**src/logic/trace_pkg.sv**
```systemverilog
// trace trigger shared types and APB register map
`default_nettype none

package trace_pkg;

  // bus side
  typedef logic [7:0]  apb_addr_t;
  typedef logic [31:0] apb_data_t;

  // trace side
  typedef logic [7:0]  trace_byte_t;
  typedef logic [7:0]  match_count_t;  // saturates at 255
  typedef logic [3:0]  trig_num_t;

  // register offsets, byte addresses
  localparam apb_addr_t ADDR_CTRL         = 8'h00;
  localparam apb_addr_t ADDR_RULE_EN      = 8'h04;
  localparam apb_addr_t ADDR_STATUS       = 8'h08;  // read only
  localparam apb_addr_t ADDR_ARM          = 8'h0C;
  localparam apb_addr_t ADDR_PATTERN_BASE = 8'h10;
  localparam apb_addr_t ADDR_COUNT_BASE   = 8'h40;  // read only

  // per rule address layout
  localparam int RULE_STRIDE  = 8;  // pattern then mask
  localparam int MASK_OFFSET  = 4;
  localparam int COUNT_STRIDE = 4;

  // field positions
  localparam int CTRL_NUM_LSB    = 4;   // num_triggers in ctrl[7:4]
  localparam int RULE_EN_TRG_LSB = 8;   // trig enables start here
  localparam int STATUS_ARMED    = 8;

endpackage

`default_nettype wire

```
**src/logic/trace_matcher.sv**
```systemverilog
// byte window with masked pattern compare and saturating match counters
`timescale 1ns/1ps
`default_nettype none

module trace_matcher #(
  parameter int BUFFER_BYTES = 4,
  parameter int MATCH_RULES  = 4
) (
  input  wire                                   trigger_clk,
  input  wire                                   reset,
  input  wire trace_pkg::trace_byte_t           trace_byte,
  input  wire                                   trace_valid,
  input  wire [MATCH_RULES*BUFFER_BYTES*8-1:0]  rule_patterns,
  input  wire [MATCH_RULES*BUFFER_BYTES*8-1:0]  rule_masks,
  input  wire [MATCH_RULES-1:0]                 pattern_enable,
  output logic [MATCH_RULES-1:0]                rule_match,
  output logic [MATCH_RULES*8-1:0]              match_counts
);

  localparam int BUF_W = BUFFER_BYTES * 8;
  localparam int CNT_W = $bits(trace_pkg::match_count_t);

  logic [BUF_W-1:0]       window;
  logic                   window_new;  // window shifted on the last edge
  logic [MATCH_RULES-1:0] rule_hit;

  // newest byte enters at the bottom, oldest drops off the top
  always_ff @(posedge trigger_clk) begin
    if (reset) begin
      window     <= '0;
      window_new <= 1'b0;
    end else begin
      window_new <= trace_valid;
      if (trace_valid)
        window <= BUF_W'({window, trace_byte});
    end
  end

  // all rules compared in parallel every cycle
  always_comb begin
    for (int r = 0; r < MATCH_RULES; r++) begin
      rule_hit[r] = pattern_enable[r]
                  & ~|((window ^ rule_patterns[r*BUF_W +: BUF_W])
                       & rule_masks[r*BUF_W +: BUF_W]);
    end
  end

  // flags and counts only on a freshly shifted window
  always_ff @(posedge trigger_clk) begin
    if (reset) begin
      rule_match   <= '0;
      match_counts <= '0;
    end else begin
      rule_match <= window_new ? rule_hit : '0;
      for (int r = 0; r < MATCH_RULES; r++) begin
        if (window_new && rule_hit[r] && (match_counts[r*CNT_W +: CNT_W] != '1))
          match_counts[r*CNT_W +: CNT_W] <= match_counts[r*CNT_W +: CNT_W]
                                          + trace_pkg::match_count_t'(1);
      end
    end
  end

  // a full counter stays full
  for (genvar r = 0; r < MATCH_RULES; r++) begin : g_cnt_check
    a_count_no_wrap : assert property (
      @(posedge trigger_clk) disable iff (reset)
      (match_counts[r*CNT_W +: CNT_W] == '1) |=> (match_counts[r*CNT_W +: CNT_W] != '0)
    );
  end

endmodule

`default_nettype wire

```
**src/logic/trace_regs.sv**
```systemverilog
// APB register file for match rules, trigger setup and status readback
`timescale 1ns/1ps
`default_nettype none

module trace_regs #(
  parameter int BUFFER_BYTES = 4,
  parameter int MATCH_RULES  = 4
) (
  input  wire                                trigger_clk,
  input  wire                                reset,
  // APB slave
  input  wire                                psel,
  input  wire                                penable,
  input  wire                                pwrite,
  input  wire trace_pkg::apb_addr_t          paddr,
  input  wire trace_pkg::apb_data_t          pwdata,
  output trace_pkg::apb_data_t               prdata,
  output logic                               pready,
  output logic                               pslverr,
  // status in
  input  wire [MATCH_RULES*8-1:0]            match_counts,
  input  wire                                armed,
  input  wire trace_pkg::trig_num_t          triggers_generated,
  // configuration out
  output logic [MATCH_RULES*BUFFER_BYTES*8-1:0] rule_patterns,
  output logic [MATCH_RULES*BUFFER_BYTES*8-1:0] rule_masks,
  output logic [MATCH_RULES-1:0]             pattern_enable,
  output logic [MATCH_RULES-1:0]             trig_enable,
  output logic                               trigger_enable,
  output trace_pkg::trig_num_t               num_triggers,
  output logic                               arm_pulse
);

  localparam int BUF_W = BUFFER_BYTES * 8;
  localparam int CNT_W = $bits(trace_pkg::match_count_t);
  localparam int NUM_W = $bits(trace_pkg::trig_num_t);

  logic                   access;
  logic                   wr_en;
  logic                   hit_ctrl;
  logic                   hit_rule_en;
  logic                   hit_status;
  logic                   hit_arm;
  logic [MATCH_RULES-1:0] hit_pat;
  logic [MATCH_RULES-1:0] hit_mask;
  logic [MATCH_RULES-1:0] hit_cnt;
  logic                   mapped;
  logic                   read_only;

  assign access = psel & penable;   // access phase
  assign wr_en  = access & pwrite;
  assign pready = 1'b1;             // zero wait states

  // address decode
  assign hit_ctrl    = (paddr == trace_pkg::ADDR_CTRL);
  assign hit_rule_en = (paddr == trace_pkg::ADDR_RULE_EN);
  assign hit_status  = (paddr == trace_pkg::ADDR_STATUS);
  assign hit_arm     = (paddr == trace_pkg::ADDR_ARM);

  always_comb begin
    for (int r = 0; r < MATCH_RULES; r++) begin
      hit_pat[r]  = (paddr == trace_pkg::apb_addr_t'(trace_pkg::ADDR_PATTERN_BASE
                             + trace_pkg::RULE_STRIDE * r));
      hit_mask[r] = (paddr == trace_pkg::apb_addr_t'(trace_pkg::ADDR_PATTERN_BASE
                             + trace_pkg::RULE_STRIDE * r + trace_pkg::MASK_OFFSET));
      hit_cnt[r]  = (paddr == trace_pkg::apb_addr_t'(trace_pkg::ADDR_COUNT_BASE
                             + trace_pkg::COUNT_STRIDE * r));
    end
  end

  assign mapped    = hit_ctrl | hit_rule_en | hit_status | hit_arm
                   | (|hit_pat) | (|hit_mask) | (|hit_cnt);
  assign read_only = hit_status | (|hit_cnt);

  // unmapped address, or a write to status / counts
  assign pslverr = access & (~mapped | (pwrite & read_only));

  // read mux, decode is one-hot
  always_comb begin
    prdata = '0;
    if (hit_ctrl) begin
      prdata[0] = trigger_enable;
      prdata[trace_pkg::CTRL_NUM_LSB +: NUM_W] = num_triggers;
    end
    if (hit_rule_en) begin
      prdata[MATCH_RULES-1:0] = pattern_enable;
      prdata[trace_pkg::RULE_EN_TRG_LSB +: MATCH_RULES] = trig_enable;
    end
    if (hit_status) begin
      prdata[NUM_W-1:0] = triggers_generated;
      prdata[trace_pkg::STATUS_ARMED] = armed;
    end
    for (int r = 0; r < MATCH_RULES; r++) begin
      if (hit_pat[r])
        prdata[BUF_W-1:0] = rule_patterns[r*BUF_W +: BUF_W];
      if (hit_mask[r])
        prdata[BUF_W-1:0] = rule_masks[r*BUF_W +: BUF_W];
      if (hit_cnt[r])
        prdata[CNT_W-1:0] = match_counts[r*CNT_W +: CNT_W];
    end
  end

  // writes land at the edge closing the access phase
  always_ff @(posedge trigger_clk) begin
    if (reset) begin
      trigger_enable <= 1'b0;
      num_triggers   <= '0;
      pattern_enable <= '0;
      trig_enable    <= '0;
      rule_patterns  <= '0;
      rule_masks     <= '0;
      arm_pulse      <= 1'b0;
    end else begin
      arm_pulse <= wr_en & hit_arm & pwdata[0];  // single cycle
      if (wr_en & hit_ctrl) begin
        trigger_enable <= pwdata[0];
        num_triggers   <= pwdata[trace_pkg::CTRL_NUM_LSB +: NUM_W];
      end
      if (wr_en & hit_rule_en) begin
        pattern_enable <= pwdata[MATCH_RULES-1:0];
        trig_enable    <= pwdata[trace_pkg::RULE_EN_TRG_LSB +: MATCH_RULES];
      end
      for (int r = 0; r < MATCH_RULES; r++) begin
        if (wr_en & hit_pat[r])
          rule_patterns[r*BUF_W +: BUF_W] <= pwdata[BUF_W-1:0];
        if (wr_en & hit_mask[r])
          rule_masks[r*BUF_W +: BUF_W] <= pwdata[BUF_W-1:0];
      end
    end
  end

  // error response only in an access phase that follows its setup phase
  a_slverr_in_access : assert property (
    @(posedge trigger_clk) disable iff (reset)
    pslverr |-> (psel && penable && $past(psel && !penable))
  );

endmodule

`default_nettype wire

```
**src/logic/trace_top.sv**
```systemverilog
// trace pattern trigger top level with APB configuration
`timescale 1ns/1ps
`default_nettype none

module trace_top #(
  parameter int BUFFER_BYTES = 4,   // 1 to 4
  parameter int MATCH_RULES  = 4    // 1 to 6
) (
  input  wire                          trigger_clk,
  input  wire                          reset,
  // APB slave
  input  wire                          psel,
  input  wire                          penable,
  input  wire                          pwrite,
  input  wire trace_pkg::apb_addr_t    paddr,
  input  wire trace_pkg::apb_data_t    pwdata,
  output trace_pkg::apb_data_t         prdata,
  output logic                         pready,
  output logic                         pslverr,
  // trace stream
  input  wire trace_pkg::trace_byte_t  trace_byte,
  input  wire                          trace_valid,
  output logic                         trig_out
);

  localparam int BUF_W = BUFFER_BYTES * 8;

  logic [MATCH_RULES*BUF_W-1:0] rule_patterns;
  logic [MATCH_RULES*BUF_W-1:0] rule_masks;
  logic [MATCH_RULES-1:0]       pattern_enable;
  logic [MATCH_RULES-1:0]       trig_enable;
  logic                         trigger_enable;
  trace_pkg::trig_num_t         num_triggers;
  logic                         arm_pulse;
  logic [MATCH_RULES*8-1:0]     match_counts;
  logic [MATCH_RULES-1:0]       rule_match;
  logic                         armed;
  trace_pkg::trig_num_t         triggers_generated;

  trace_regs #(
    .BUFFER_BYTES       (BUFFER_BYTES),
    .MATCH_RULES        (MATCH_RULES)
  ) i_trace_regs (
    .trigger_clk        (trigger_clk),
    .reset              (reset),
    .psel               (psel),
    .penable            (penable),
    .pwrite             (pwrite),
    .paddr              (paddr),
    .pwdata             (pwdata),
    .prdata             (prdata),
    .pready             (pready),
    .pslverr            (pslverr),
    .match_counts       (match_counts),
    .armed              (armed),
    .triggers_generated (triggers_generated),
    .rule_patterns      (rule_patterns),
    .rule_masks         (rule_masks),
    .pattern_enable     (pattern_enable),
    .trig_enable        (trig_enable),
    .trigger_enable     (trigger_enable),
    .num_triggers       (num_triggers),
    .arm_pulse          (arm_pulse)
  );

  trace_matcher #(
    .BUFFER_BYTES       (BUFFER_BYTES),
    .MATCH_RULES        (MATCH_RULES)
  ) i_trace_matcher (
    .trigger_clk        (trigger_clk),
    .reset              (reset),
    .trace_byte         (trace_byte),
    .trace_valid        (trace_valid),
    .rule_patterns      (rule_patterns),
    .rule_masks         (rule_masks),
    .pattern_enable     (pattern_enable),
    .rule_match         (rule_match),
    .match_counts       (match_counts)
  );

  trace_trigger #(
    .BUFFER_BYTES       (BUFFER_BYTES),
    .MATCH_RULES        (MATCH_RULES)
  ) i_trace_trigger (
    .trigger_clk        (trigger_clk),
    .reset              (reset),
    .rule_match         (rule_match),
    .trig_enable        (trig_enable),
    .trigger_enable     (trigger_enable),
    .num_triggers       (num_triggers),
    .arm_pulse          (arm_pulse),
    .trig_out           (trig_out),
    .armed              (armed),
    .triggers_generated (triggers_generated)
  );

endmodule

`default_nettype wire

```
**src/logic/trace_trigger.sv**
```systemverilog
// arming control and limited one-cycle trigger pulse generation
`timescale 1ns/1ps
`default_nettype none

module trace_trigger #(
  parameter int BUFFER_BYTES = 4,
  parameter int MATCH_RULES  = 4
) (
  input  wire                          trigger_clk,
  input  wire                          reset,
  input  wire [MATCH_RULES-1:0]        rule_match,
  input  wire [MATCH_RULES-1:0]        trig_enable,
  input  wire                          trigger_enable,
  input  wire trace_pkg::trig_num_t    num_triggers,
  input  wire                          arm_pulse,
  output logic                         trig_out,
  output logic                         armed,
  output trace_pkg::trig_num_t         triggers_generated
);

  // window depth is not needed here, checked for sanity only
  localparam int BUF_W = BUFFER_BYTES * 8;

  logic                 under_limit;
  logic                 fire;
  trace_pkg::trig_num_t next_count;

  assign under_limit = (triggers_generated < num_triggers);
  assign fire        = armed & trigger_enable & under_limit
                     & (|(rule_match & trig_enable));
  assign next_count  = triggers_generated + trace_pkg::trig_num_t'(1);

  always_ff @(posedge trigger_clk) begin
    if (reset) begin
      trig_out           <= 1'b0;
      armed              <= 1'b0;
      triggers_generated <= '0;
    end else begin
      trig_out <= fire;  // one cycle per qualifying match
      if (arm_pulse && (num_triggers != '0)) begin
        armed              <= 1'b1;
        triggers_generated <= '0;
      end else if (fire) begin
        triggers_generated <= next_count;
        if (next_count >= num_triggers)
          armed <= 1'b0;   // limit reached
      end else if (armed && !under_limit) begin
        armed <= 1'b0;     // limit lowered while armed
      end
    end
  end

  // pulse needs armed the cycle before
  a_trig_after_armed : assert property (
    @(posedge trigger_clk) disable iff (reset)
    trig_out |-> $past(armed)
  );

  // while armed the count stays below the limit, unless the limit just moved
  a_count_in_limit : assert property (
    @(posedge trigger_clk) disable iff (reset)
    armed |-> ((triggers_generated < num_triggers) || $changed(num_triggers))
  );

  initial begin
    if (BUF_W < 8 || BUF_W > 32 || MATCH_RULES < 1 || MATCH_RULES > 6)
      $error("trace_trigger parameters out of range");
  end

endmodule

`default_nettype wire

```
**config.mk**
```make
export PLATFORM = sky130hd
export DESIGN_NAME = trace_top
export DESIGN_NICKNAME = d
export VERILOG_FILES = /design/src/logic/trace_pkg.sv /design/src/logic/trace_matcher.sv /design/src/logic/trace_regs.sv /design/src/logic/trace_top.sv /design/src/logic/trace_trigger.sv
export SDC_FILE = /design/constraint.sdc
export NUM_CORES = 1
export LEC_CHECK = 0
export BUFFER_PORTS_ARGS = -buffer_cell sky130_fd_sc_hd__buf_4
export CAP_MARGIN = 10
export CORE_UTILIZATION = 43
export DETAILED_ROUTE_END_ITERATION = 16
export GPL_ROUTABILITY_DRIVEN = 1
export PLACE_DENSITY_LB_ADDON = 0.1
export SETUP_SLACK_MARGIN = 0.1
export SLEW_MARGIN = 20
export SYNTH_ARGS = -nofsm -noshare
export SYNTH_HDL_FRONTEND = slang
export SYNTH_HIERARCHICAL = 1
export SYNTH_SLANG_ARGS = --single-unit
```
**constraint.sdc**
```tcl
create_clock -name trigger_clk -period 3.9 [get_ports trigger_clk]
set_input_delay 0.195 -clock trigger_clk [delete_from_list [all_inputs] [get_ports trigger_clk]]
set_output_delay 0.195 -clock trigger_clk [all_outputs]
set_load 0.03 [all_outputs]
```
======== Yosys cells after proc, flatten, opt, wreduce, memory -nomap -nowiden ========
Cells that the tools add are included.
storage, ports and cells
  bits in registers ....................... 345
  input bits .............................. 54
  output and inout bits ................... 35
  word-level logic and storage cells ...... 143
cells by class
  $add $sub $neg .......................... 5
  magnitude comparators ................... 2
  eq/ne operators ......................... 20
  mux-type cells .......................... 22
  bitwise operators ....................... 42
  reduce and logical (&&, ||, !) cells .... 29
operator list
  cell                                                                   number
  32-bit two-way mux                                                     8
  32-bit bitwise AND                                                     4
  32-bit OR reduction                                                    4
  32-bit bitwise XOR                                                     4
  8-bit by 1-bit adder with 8-bit output, second input constant          4
  8-bit by 5-bit equality test with 1-bit output, second input constant  4
  8-bit by 6-bit equality test with 1-bit output, second input constant  4
  8-bit by 7-bit equality test with 1-bit output, second input constant  4
  8-bit two-way mux                                                      4
  8-bit inequality test, second input constant                           4
  1-bit bitwise AND                                                      23
  8-bit by 4-bit equality test with 1-bit output, second input constant  2
  4-bit two-way mux                                                      4
  4-bit OR reduction                                                     4
  1-bit logical AND                                                      10
  8-bit by 3-bit equality test with 1-bit output, second input constant  1
  8-bit zero test                                                        1
  1-bit OR                                                               8
  1-bit two-way mux                                                      6
  1-bit zero test                                                        5
  4-bit by 1-bit adder with 4-bit output, second input constant          1
  4-bit bitwise AND                                                      1
  4-bit >= comparator                                                    1
  4-bit < comparator                                                     1
  other kinds (6)                                                        8

======== Longest topological paths before layout ========
Gate-level depths: netlist of the first run.
  depth in word-level cells ............... 16
  gate-level depth with buffers ........... 9
  gate-level depth less buffers ........... 7

======== By module ========
Netlist of the first run, hierarchy kept.
by module, submodules not included
  module         instances  cells an instance  area each (um^2)  seq. area each (um^2)
  trace_regs     1          1696               12385.6           5405.2
  trace_matcher  1          635                5215.0            1381.3
  trace_trigger  1          56                 503.0             120.1

======== Worst setup path after synthesis of the first run ========
Ideal clock, no wire load.
  path kind ............................... input to output
  start point ............................. in paddr[6]
  end point ............................... out prdata[5]
  data arrival time ....................... 2262 ps
  required time ........................... 3705 ps
  path slack .............................. 1443 ps
  stages on the path ...................... 7
  buffers on the path ..................... 2
  cell sequence ........................... or4b_1 -> buf_2 -> buf_1 -> o22a_1 -> nor4_1 -> a211oi_1 -> o21ai_0
on the way
  cells in the longest elaborated chain, start to end .. 14
  elaborated cells between the ends (all ways) .. 26
  those cells by class .................... eq/ne: 12; mux: 13; reduce/logical: 1
ends and longest elaborated chain
  element              line              text
  start: declaration   trace_top.sv:15   input wire trace_pkg::apb_addr_t paddr,
  8-bit zero test      trace_regs.sv:55  assign hit_ctrl = (paddr == trace_pkg::ADDR_CTRL);
  4-bit two-way mux    trace_regs.sv:81  if (hit_ctrl) begin
  32-bit two-way mux   trace_regs.sv:94  if (hit_pat[r])
  32-bit two-way mux   trace_regs.sv:96  if (hit_mask[r])
  8-bit two-way mux    trace_regs.sv:98  if (hit_cnt[r])
  32-bit two-way mux   trace_regs.sv:94
  32-bit two-way mux   trace_regs.sv:96
  8-bit two-way mux    trace_regs.sv:98
  32-bit two-way mux   trace_regs.sv:94
  32-bit two-way mux   trace_regs.sv:96
  8-bit two-way mux    trace_regs.sv:98
  32-bit two-way mux   trace_regs.sv:94
  32-bit two-way mux   trace_regs.sv:96
  8-bit two-way mux *  trace_regs.sv:98
  end: declaration     trace_top.sv:17   output trace_pkg::apb_data_t prdata,
Every way passes the cells marked *; elsewhere a longest branch is shown, timed or not.

======== Worst setup path in the final report of the first run ========
  start point ............................. in paddr[3]
  end point ............................... out prdata[7]
The elaborated chain is that of the path after synthesis.

==> key figures, run 1 <==
Routing
  • Vias/cell: 6.20
  • Post-DRT Antenna Nets: 0
  • DR pass1 iterations: 6
  • Routed WL per cell: 27.6 um
  • Drt drc: 0
  • Post-Route WL: 81900 um
  • Drt initial violations: 2318
  • Routed vias: 18400

Setup path
  • CP Capture Point: prdata[7]
  • R2R Setup Slk: 0.87 ns
  • Crit Path Max Fanout: 42
  • Reg2Reg Depth: 6
  • CP startpoint: paddr[3]
  • Setup crit start kind: input pin
  • Critical Path RT: 3.70 ns
  • Origin of the critical flop-to-flop path: i_trace_matcher/window[20]
  • WS Path Type: in2out
  • Crit path DAT: 2.89 ns
  • CP endpoint kind: output port
  • RR Endpoint: i_trace_matcher/match_counts[20]

Clocking
  • CTS Buf Count: 40
  • PostCTS Resize Cnt: 0
  • # clock sinks: 345
  • Reg clk slew, reported paths: 0.06 ns
  • CTS max path bufs: 3
  • Worst skew pair latency: 0.59 ns
  • Clock Root Buffer: clkbuf_16
  • CTS tree: built
  • # H-tree levels: 2

Timing
  • Worst Skew: 0.0244 ns
  • Final slew viol count: 0
  • Period utilization: 79.0%
  • Worst slew pin tran: 1.11 ns
  • Crit path time final: 3.08 ns
  • Slew margin rel.: 26.0%
  • Final hold vios: 0
  • Setup tns final: 0 ns
  • Max frequency: 324 MHz
  • Post-Route Hold Slack: 0.0844 ns
  • RSZ-0062 raised after global routing: false
  • Final setup viols: 0

Yosys
  • Post-Synthesis Cells: 2387
  • Seq cells post-synth: 345
  • Synth Area in Adders: 0.954%
  • Synthesized area per cell: 7.58 um2
  • Compound-Gate Fraction of Synth Area: 20.1%
  • Proportion of synthesized area in mux cells: 4.87%
  • Synth Area in Simple Gates: 23.7%
  • Synth warnings: 6
  • Largest family of logic cells by synthesized area: simple AND/OR/NAND/NOR gates
  • Sequential area share after synthesis: 38.2%
  • Yosys cell types: 82
  • Post-synthesis xor/xnor area fraction: 6.37%
  • EDFF count, synth: 0
  • Mapped Nets: 2454
  • Synth Cell Area: 18100 um2
  • Primary FF master, synth: dfxtp_1
  • Async S/R FF share, synth: 0%

Power
  • Worst VDD drop: 291 uV
  • Switching Share: 24.7%
  • Power Internal: 5.94 mW
  • Pwr/cell area: 381 nW/um2
  • Psw: 1.95 mW
  • Flop pwr share: 45.2%
  • Leakage: 8.00 nW
  • Clk network pwr share: 48.8%
  • Comb power frac: 6.0%

Floorplanning
  • Die H: 207 um
  • Die width: 207 um
  • Initial Util: 43.9%
  • Die footprint: 42900 um2
  • I/O pins: 89
  • Rows: 74
  • Core Area: 41200 um2

GRT
  • Overall routing resource usage: 37.2%
  • Remaining global-route overflow: 0
  • Largest net degree at the start of global routing: 96
  • Global-route wire length before repair: 118000 um
  • Initial antenna violation count: 3
  • Vias in the first global route: 16800

Placed design
  • Port-buffer cells: 87
  • Placed instance area: 19000 um2
  • HPWL Detailed: 57900 um
  • RePlAce Congestion: 0.982

Layout
  • Area Overhead vs Synth: 14.4%
  • Nets: 2473
  • Fillers: 4089
  • Multi-input gate area: 10200 um2
  • Register Area: 6910 um2
  • Share of layout cells above drive strength 1: 10.5%
  • Post-Layout Inst Area: 20700 um2
  • Final core utilization: 50.3%

Run
  • Max Cap Violations: 0

Min path
  • HP Class: in2reg

Status
  • Status: completed
==> per-stage QoR <==
step	power (mW)	setup slack (ns)	cells
after floorplan	3.89	1.44	2387
after global placement	4.07	0.892	2856
after detailed placement	4.07	0.891	2856
after CTS	7.90	0.875	2966
after global routing	8.08	0.733	2966
final	7.90	0.817	2967
==> registers in the layout, summed over array words and instances, names as in the netlist <==
register / cells
i_trace_matcher/match_counts: 32
i_trace_matcher/rule_match: 4
i_trace_matcher/window: 32
i_trace_matcher/window_new: 1
i_trace_regs/arm_pulse: 1
i_trace_regs/num_triggers: 4
i_trace_regs/pattern_enable: 4
i_trace_regs/rule_masks: 128
i_trace_regs/rule_patterns: 128
i_trace_regs/trig_enable: 4
i_trace_regs/trigger_enable: 1
i_trace_trigger/armed: 1
i_trace_trigger/trig_out: 1
i_trace_trigger/triggers_generated: 4
==> cells in the mapped netlist (6+ instances only) <==
master / instances / area (um2)
mux2i_1: 78 / 781
a211oi_1: 12 / 90.1
inv_1: 23 / 86.3
o21ai_0: 60 / 300
nand4_1: 35 / 219
a222oi_1: 7 / 70.1
and3_1: 27 / 169
nor3_1: 27 / 135
dfxtp_1: 345 / 6910
a22oi_1: 84 / 631
and4_1: 7 / 61.3
nand3_1: 36 / 180
a31oi_1: 11 / 68.8
nor2b_1: 21 / 131
nor4_1: 13 / 81.3
buf_4: 20 / 150
nor2_1: 107 / 402
ha_1: 13 / 163
xor2_1: 127 / 1110
a21oi_1: 315 / 1580
clkbuf_1: 121 / 454
nand2b_1: 6 / 37.5
mux2_2: 9 / 101
a22o_1: 6 / 52.6
buf_2: 56 / 280
o22ai_1: 12 / 75.1
or4_1: 9 / 67.6
a31o_2: 9 / 78.8
nor4b_1: 6 / 52.6
a221oi_1: 19 / 166
buf_1: 8 / 30.0
nand2_1: 652 / 2450
o31ai_1: 6 / 45.0
==> how the worst min path moves through the flow <==
| stage | start | end | slack (ns) | cells past startpoint |
|---|---|---|---|---|
| 2_1_floorplan | reset | i_trace_trigger/trig_out | 0.27 | 1 |
| 3_3_place_gp | trace_byte[6] | i_trace_matcher/window[6] | 0.43 | 3 |
| 3_5_place_dp | trace_byte[3] | i_trace_matcher/window[3] | 0.44 | 3 |
| 4_1_cts | paddr[5] | i_trace_regs/arm_pulse | 0.07 | 4 |
| 5_1_grt | reset | i_trace_regs/trigger_enable | 0.1 | 2 |
| 6_report | paddr[5] | i_trace_regs/arm_pulse | 0.08 | 4 |
==> placed cells by master, fill, tap and decap left out, drive strengths merged, types with 6 or more instances in the layout <==
cell | netlist | layout
a22oi | 85 | 85
o31ai | 6 | 6
nand2 | 652 | 652
mux2i | 78 | 78
nor2 | 109 | 109
mux2 | 9 | 9
or3 | 7 | 7
nor2b | 21 | 21
a22o | 6 | 6
nand4 | 35 | 35
ha | 13 | 13
xor2 | 129 | 129
a31o | 9 | 9
or4 | 9 | 9
nor4b | 7 | 7
dfxtp | 345 | 345
a21oi | 315 | 315
a211oi | 12 | 12
a31oi | 11 | 11
dlygate4sd3 | 0 | 40
nor4 | 15 | 15
and3 | 27 | 27
and4 | 7 | 7
o22ai | 12 | 12
inv | 23 | 25
o21ai | 63 | 63
nand3 | 36 | 36
a222oi | 7 | 7
a221oi | 19 | 19
clkbuf | 122 | 57
nor3 | 29 | 29
clkinv | 0 | 8
buf | 88 | 147
nand2b | 6 | 6
==> cell type report <==
cell class,count,share of cell area (%)
multi-input combinational,1809,49.2
sequential,345,33.3
timing repair buffer,187,7.48
clock buffer,57,5.58
tap,532,3.21
clock inverter,13,0.713
inverter,23,0.417
antenna,1,0.0121
==> layer usage <==
| layer | track usage, % | part of all wire [%] | routed length (um) | vias to the layer above |
|---|---|---|---|---|
| met5 | 0 | 0.045 | 37 | - |
| met4 | 17.4 | 5.1 | 4210 | 6 |
| met3 | 7.25 | 9.6 | 7900 | 212 |
| met2 | 58.4 | 45 | 36600 | 1021 |
| met1 | 49.3 | 41 | 33200 | 8868 |
| li1 | - | - | - | 8298 |
==> critical path, cell delays in order <==
cell	delay [ns]
buf_4	0.48
or4b_1	0.68
nor2_1	0.61
nand2_1	0.22
o211ai_1	0.13
a211o_1	0.19
a22o_1	0.17
buf_4	0.17
==> cells by family (layout without fill, tap and decap cells) <==
| logic type | Yosys count | in the layout |
|---|---|---|
| AO/OA/AOI/OAI | 596 | 596 |
| XOR/XNOR | 130 | 130 |
| adder cells (fa/ha/maj) | 14 | 14 |
| buffers and inverters | 233 | 280 |
| flip-flops | 345 | 345 |
| multiplexers | 87 | 87 |
| other | 1 | 2 |
| AND/OR/NAND/NOR | 981 | 981 |
==> what timing repair did <==
action,CTS,global route
endpoints found under the hold margin,270,0
endpoints found under the setup margin,0,0
hold buffers,40,0
buffers inserted,0,0
==> power by group through the flow <==
| stage | combinational (mW) | sequential (mW) | clock, mW |
|---|---|---|---|
| floorplan | 0.272 | 3.62 | 0 |
| CTS | 0.458 | 3.57 | 3.88 |
| detailed placement | 0.424 | 3.65 | 0 |
| finish | 0.471 | 3.57 | 3.86 |
| global route | 0.487 | 3.57 | 4.03 |
| global placement | 0.425 | 3.65 | 0 |
Note: power is estimated with default switching activity, not from simulation.
==> run 2, diff against run 1 <==
==> constraint.sdc (replaced) <==
create_clock -name trigger_clk -period 3.1 [get_ports trigger_clk]
set_input_delay 0.155 -clock trigger_clk [delete_from_list [all_inputs] [get_ports trigger_clk]]
set_output_delay 0.155 -clock trigger_clk [all_outputs]
set_load 0.03 [all_outputs]
==> key figures, run 2 (same netlist as run 1, synthesis figures left out) <==
Routing
  • Post-DRT Antenna Nets: 0 (unchanged)
  • Routed WL per cell: 27.2 um (-1.6%)
  • Drt initial violations: 2357 (+1.7%)
  • DR pass1 iterations: 6 (unchanged)
  • Vias/cell: 6.16 (-0.72%)
  • Routed vias: 18400 (-0.15%)
  • Post-Route WL: 81100 um (-1.0%)
  • Drt drc: 0 (unchanged)

Timing
  • Worst slew pin tran: 1.22 ns (+0.117 ns)
  • Max frequency: 351 MHz
  • Worst Skew: 0.0247 ns (+0.000333 ns)
  • Final setup viols: 0 (unchanged)
  • RSZ-0062 raised after global routing: false
  • Period utilization: 92.0%
  • Crit path time final: 2.85 ns
  • Final hold vios: 0 (unchanged)
  • Slew margin rel.: 18.4% (-7.6 points)
  • Final slew viol count: 0 (unchanged)
  • Setup tns final: 0 ns (unchanged)

Clocking
  • CTS Buf Count: 40 (unchanged)
  • CTS tree: built
  • CTS max path bufs: 3 (unchanged)
  • Clock Root Buffer: clkbuf_16
  • PostCTS Resize Cnt: 0 (unchanged)
  • Post-CTS Hold Buffers: 40 (unchanged)
  • # clock sinks: 345 (unchanged)
  • Postcts setup bufs: 0 (unchanged)
  • Worst skew pair latency: 0.58 ns (about the same)
  • Reg clk slew, reported paths: 0.06 ns (about the same)
  • # H-tree levels: 2 (unchanged)

Placed design
  • Placed instance area: 19100 um2 (+0.75%)
  • HPWL Detailed: 57500 um (-0.72%)
  • RePlAce Congestion: 0.992 (+1.0%)
  • Port-buffer cells: 87 (unchanged)

GRT
  • Initial antenna violation count: 3 (unchanged)
  • Largest net degree at the start of global routing: 162 (+69%)
  • Vias in the first global route: 16800 (-0.14%)
  • Remaining global-route overflow: 0 (unchanged)
  • Global-route wire length before repair: 117000 um (-1.2%)
  • Overall routing resource usage: 36.8% (-0.41 points)

Floorplanning
  • Rows: 74 (unchanged)
  • Initial Util: 43.9% (unchanged)
  • Core Area: 41200 um2 (unchanged)
  • Die width: 207 um (unchanged)
  • I/O pins: 89 (unchanged)
  • Die footprint: 42900 um2 (unchanged)
  • Die H: 207 um (unchanged)

Setup path
  • Setup crit start kind: input pin
  • WS Path Type: in2out
  • CP endpoint kind: output port
  • Crit Path Max Fanout: 25 (-40%)
  • Critical Path RT: 2.94 ns (-0.76 ns)
  • Crit path DAT: 2.70 ns (-0.19 ns)

Layout
  • Post-Layout Inst Area: 20900 um2 (+1.1%)
  • Area Overhead vs Synth: 15.7%
  • Biggest registers after layout: i_trace_regs/rule_masks x128, i_trace_regs/rule_patterns x128
  • Commonest cells after routing, fill and taps aside: nand2_1 (652), dfxtp_1 (345), a21oi_1 (315), buf_4 (154), xor2_1 (127)
  • Nets: 2487 (+0.57%)
  • Share of layout cells above drive strength 1: 11.2% (+0.74 points)
  • Commonest non-fill, non-tap cell in the layout: nand2_1
  • Final core utilization: 50.8% (+0.58 points)

Power
  • Pwr/cell area: 483 nW/um2 (+27%)
  • Worst VDD drop: 351 uV (+21%)
  • Total power: 10.1 mW (+28%)
  • Leakage: 8.12 nW (+1.5%)

Run
  • Max Cap Violations: 0 (unchanged)

Status
  • Status: completed

Min path
  • HP Class: in2reg
run 2: area by class of cell:
type	instances	area, um2
fillers	4065	20300
multi-input cells	1809	10200
flip-flops and latches	345	6910
repair buffers	201	1690
clock buffers	65	1300
well taps	532	666
clock inverters	8	103
inverters	23	86.3
diodes	1	2.50
run 2: power breakdown:
| part | internal, mW | leakage [nW] | switching (mW) |
|---|---|---|---|
| clock network | 3.02 | 0.687 | 2.01 |
| registers | 4.45 | 2.78 | 0.0428 |
| logic | 0.194 | 4.66 | 0.401 |
| total | 7.67 | 8.12 | 2.46 |
run 2: per-layer routing:
layer | GRT usage [%] | share of wire (%)
met5 | 0 | 0.041
met4 | 19.9 | 5.6
met3 | 7.84 | 9.4
met2 | 57.3 | 44
met1 | 47.7 | 40
run 2: path summary, 6_finish.rpt:
| check | start | endpoint | slack (ns) | depth (start not counted) |
|---|---|---|---|---|
| min reg2reg | i_trace_regs/rule_masks[11] | i_trace_regs/rule_masks[11] | 0.48 | 2 |
| min | paddr[5] | i_trace_regs/arm_pulse | 0.07 | 4 |
| max | paddr[6] | prdata[8] | 0.25 | 7 |
| max reg2reg | i_trace_matcher/window[20] | i_trace_matcher/match_counts[22] | 0.36 | 7 |
run 2: per-stage QoR:
stage / hold WS [ns] / setup WS, ns / cells
after global placement: 0.393 / 0.381 / 2870
after floorplan: 0.234 / 0.723 / 2387
after global routing: 0.0991 / 0.253 / 2983
final: 0.0745 / 0.249 / 2984
after CTS: 0.0546 / 0.347 / 2983
after detailed placement: 0.395 / 0.389 / 2870
run 2: critical path, stage by stage:
cell and delay (ns):
buf_4 0.19, or4b_1 0.79, nor2_1 0.58, o21ai_0 0.23, a22oi_1 0.38, a221o_1 0.19, buf_4 0.16
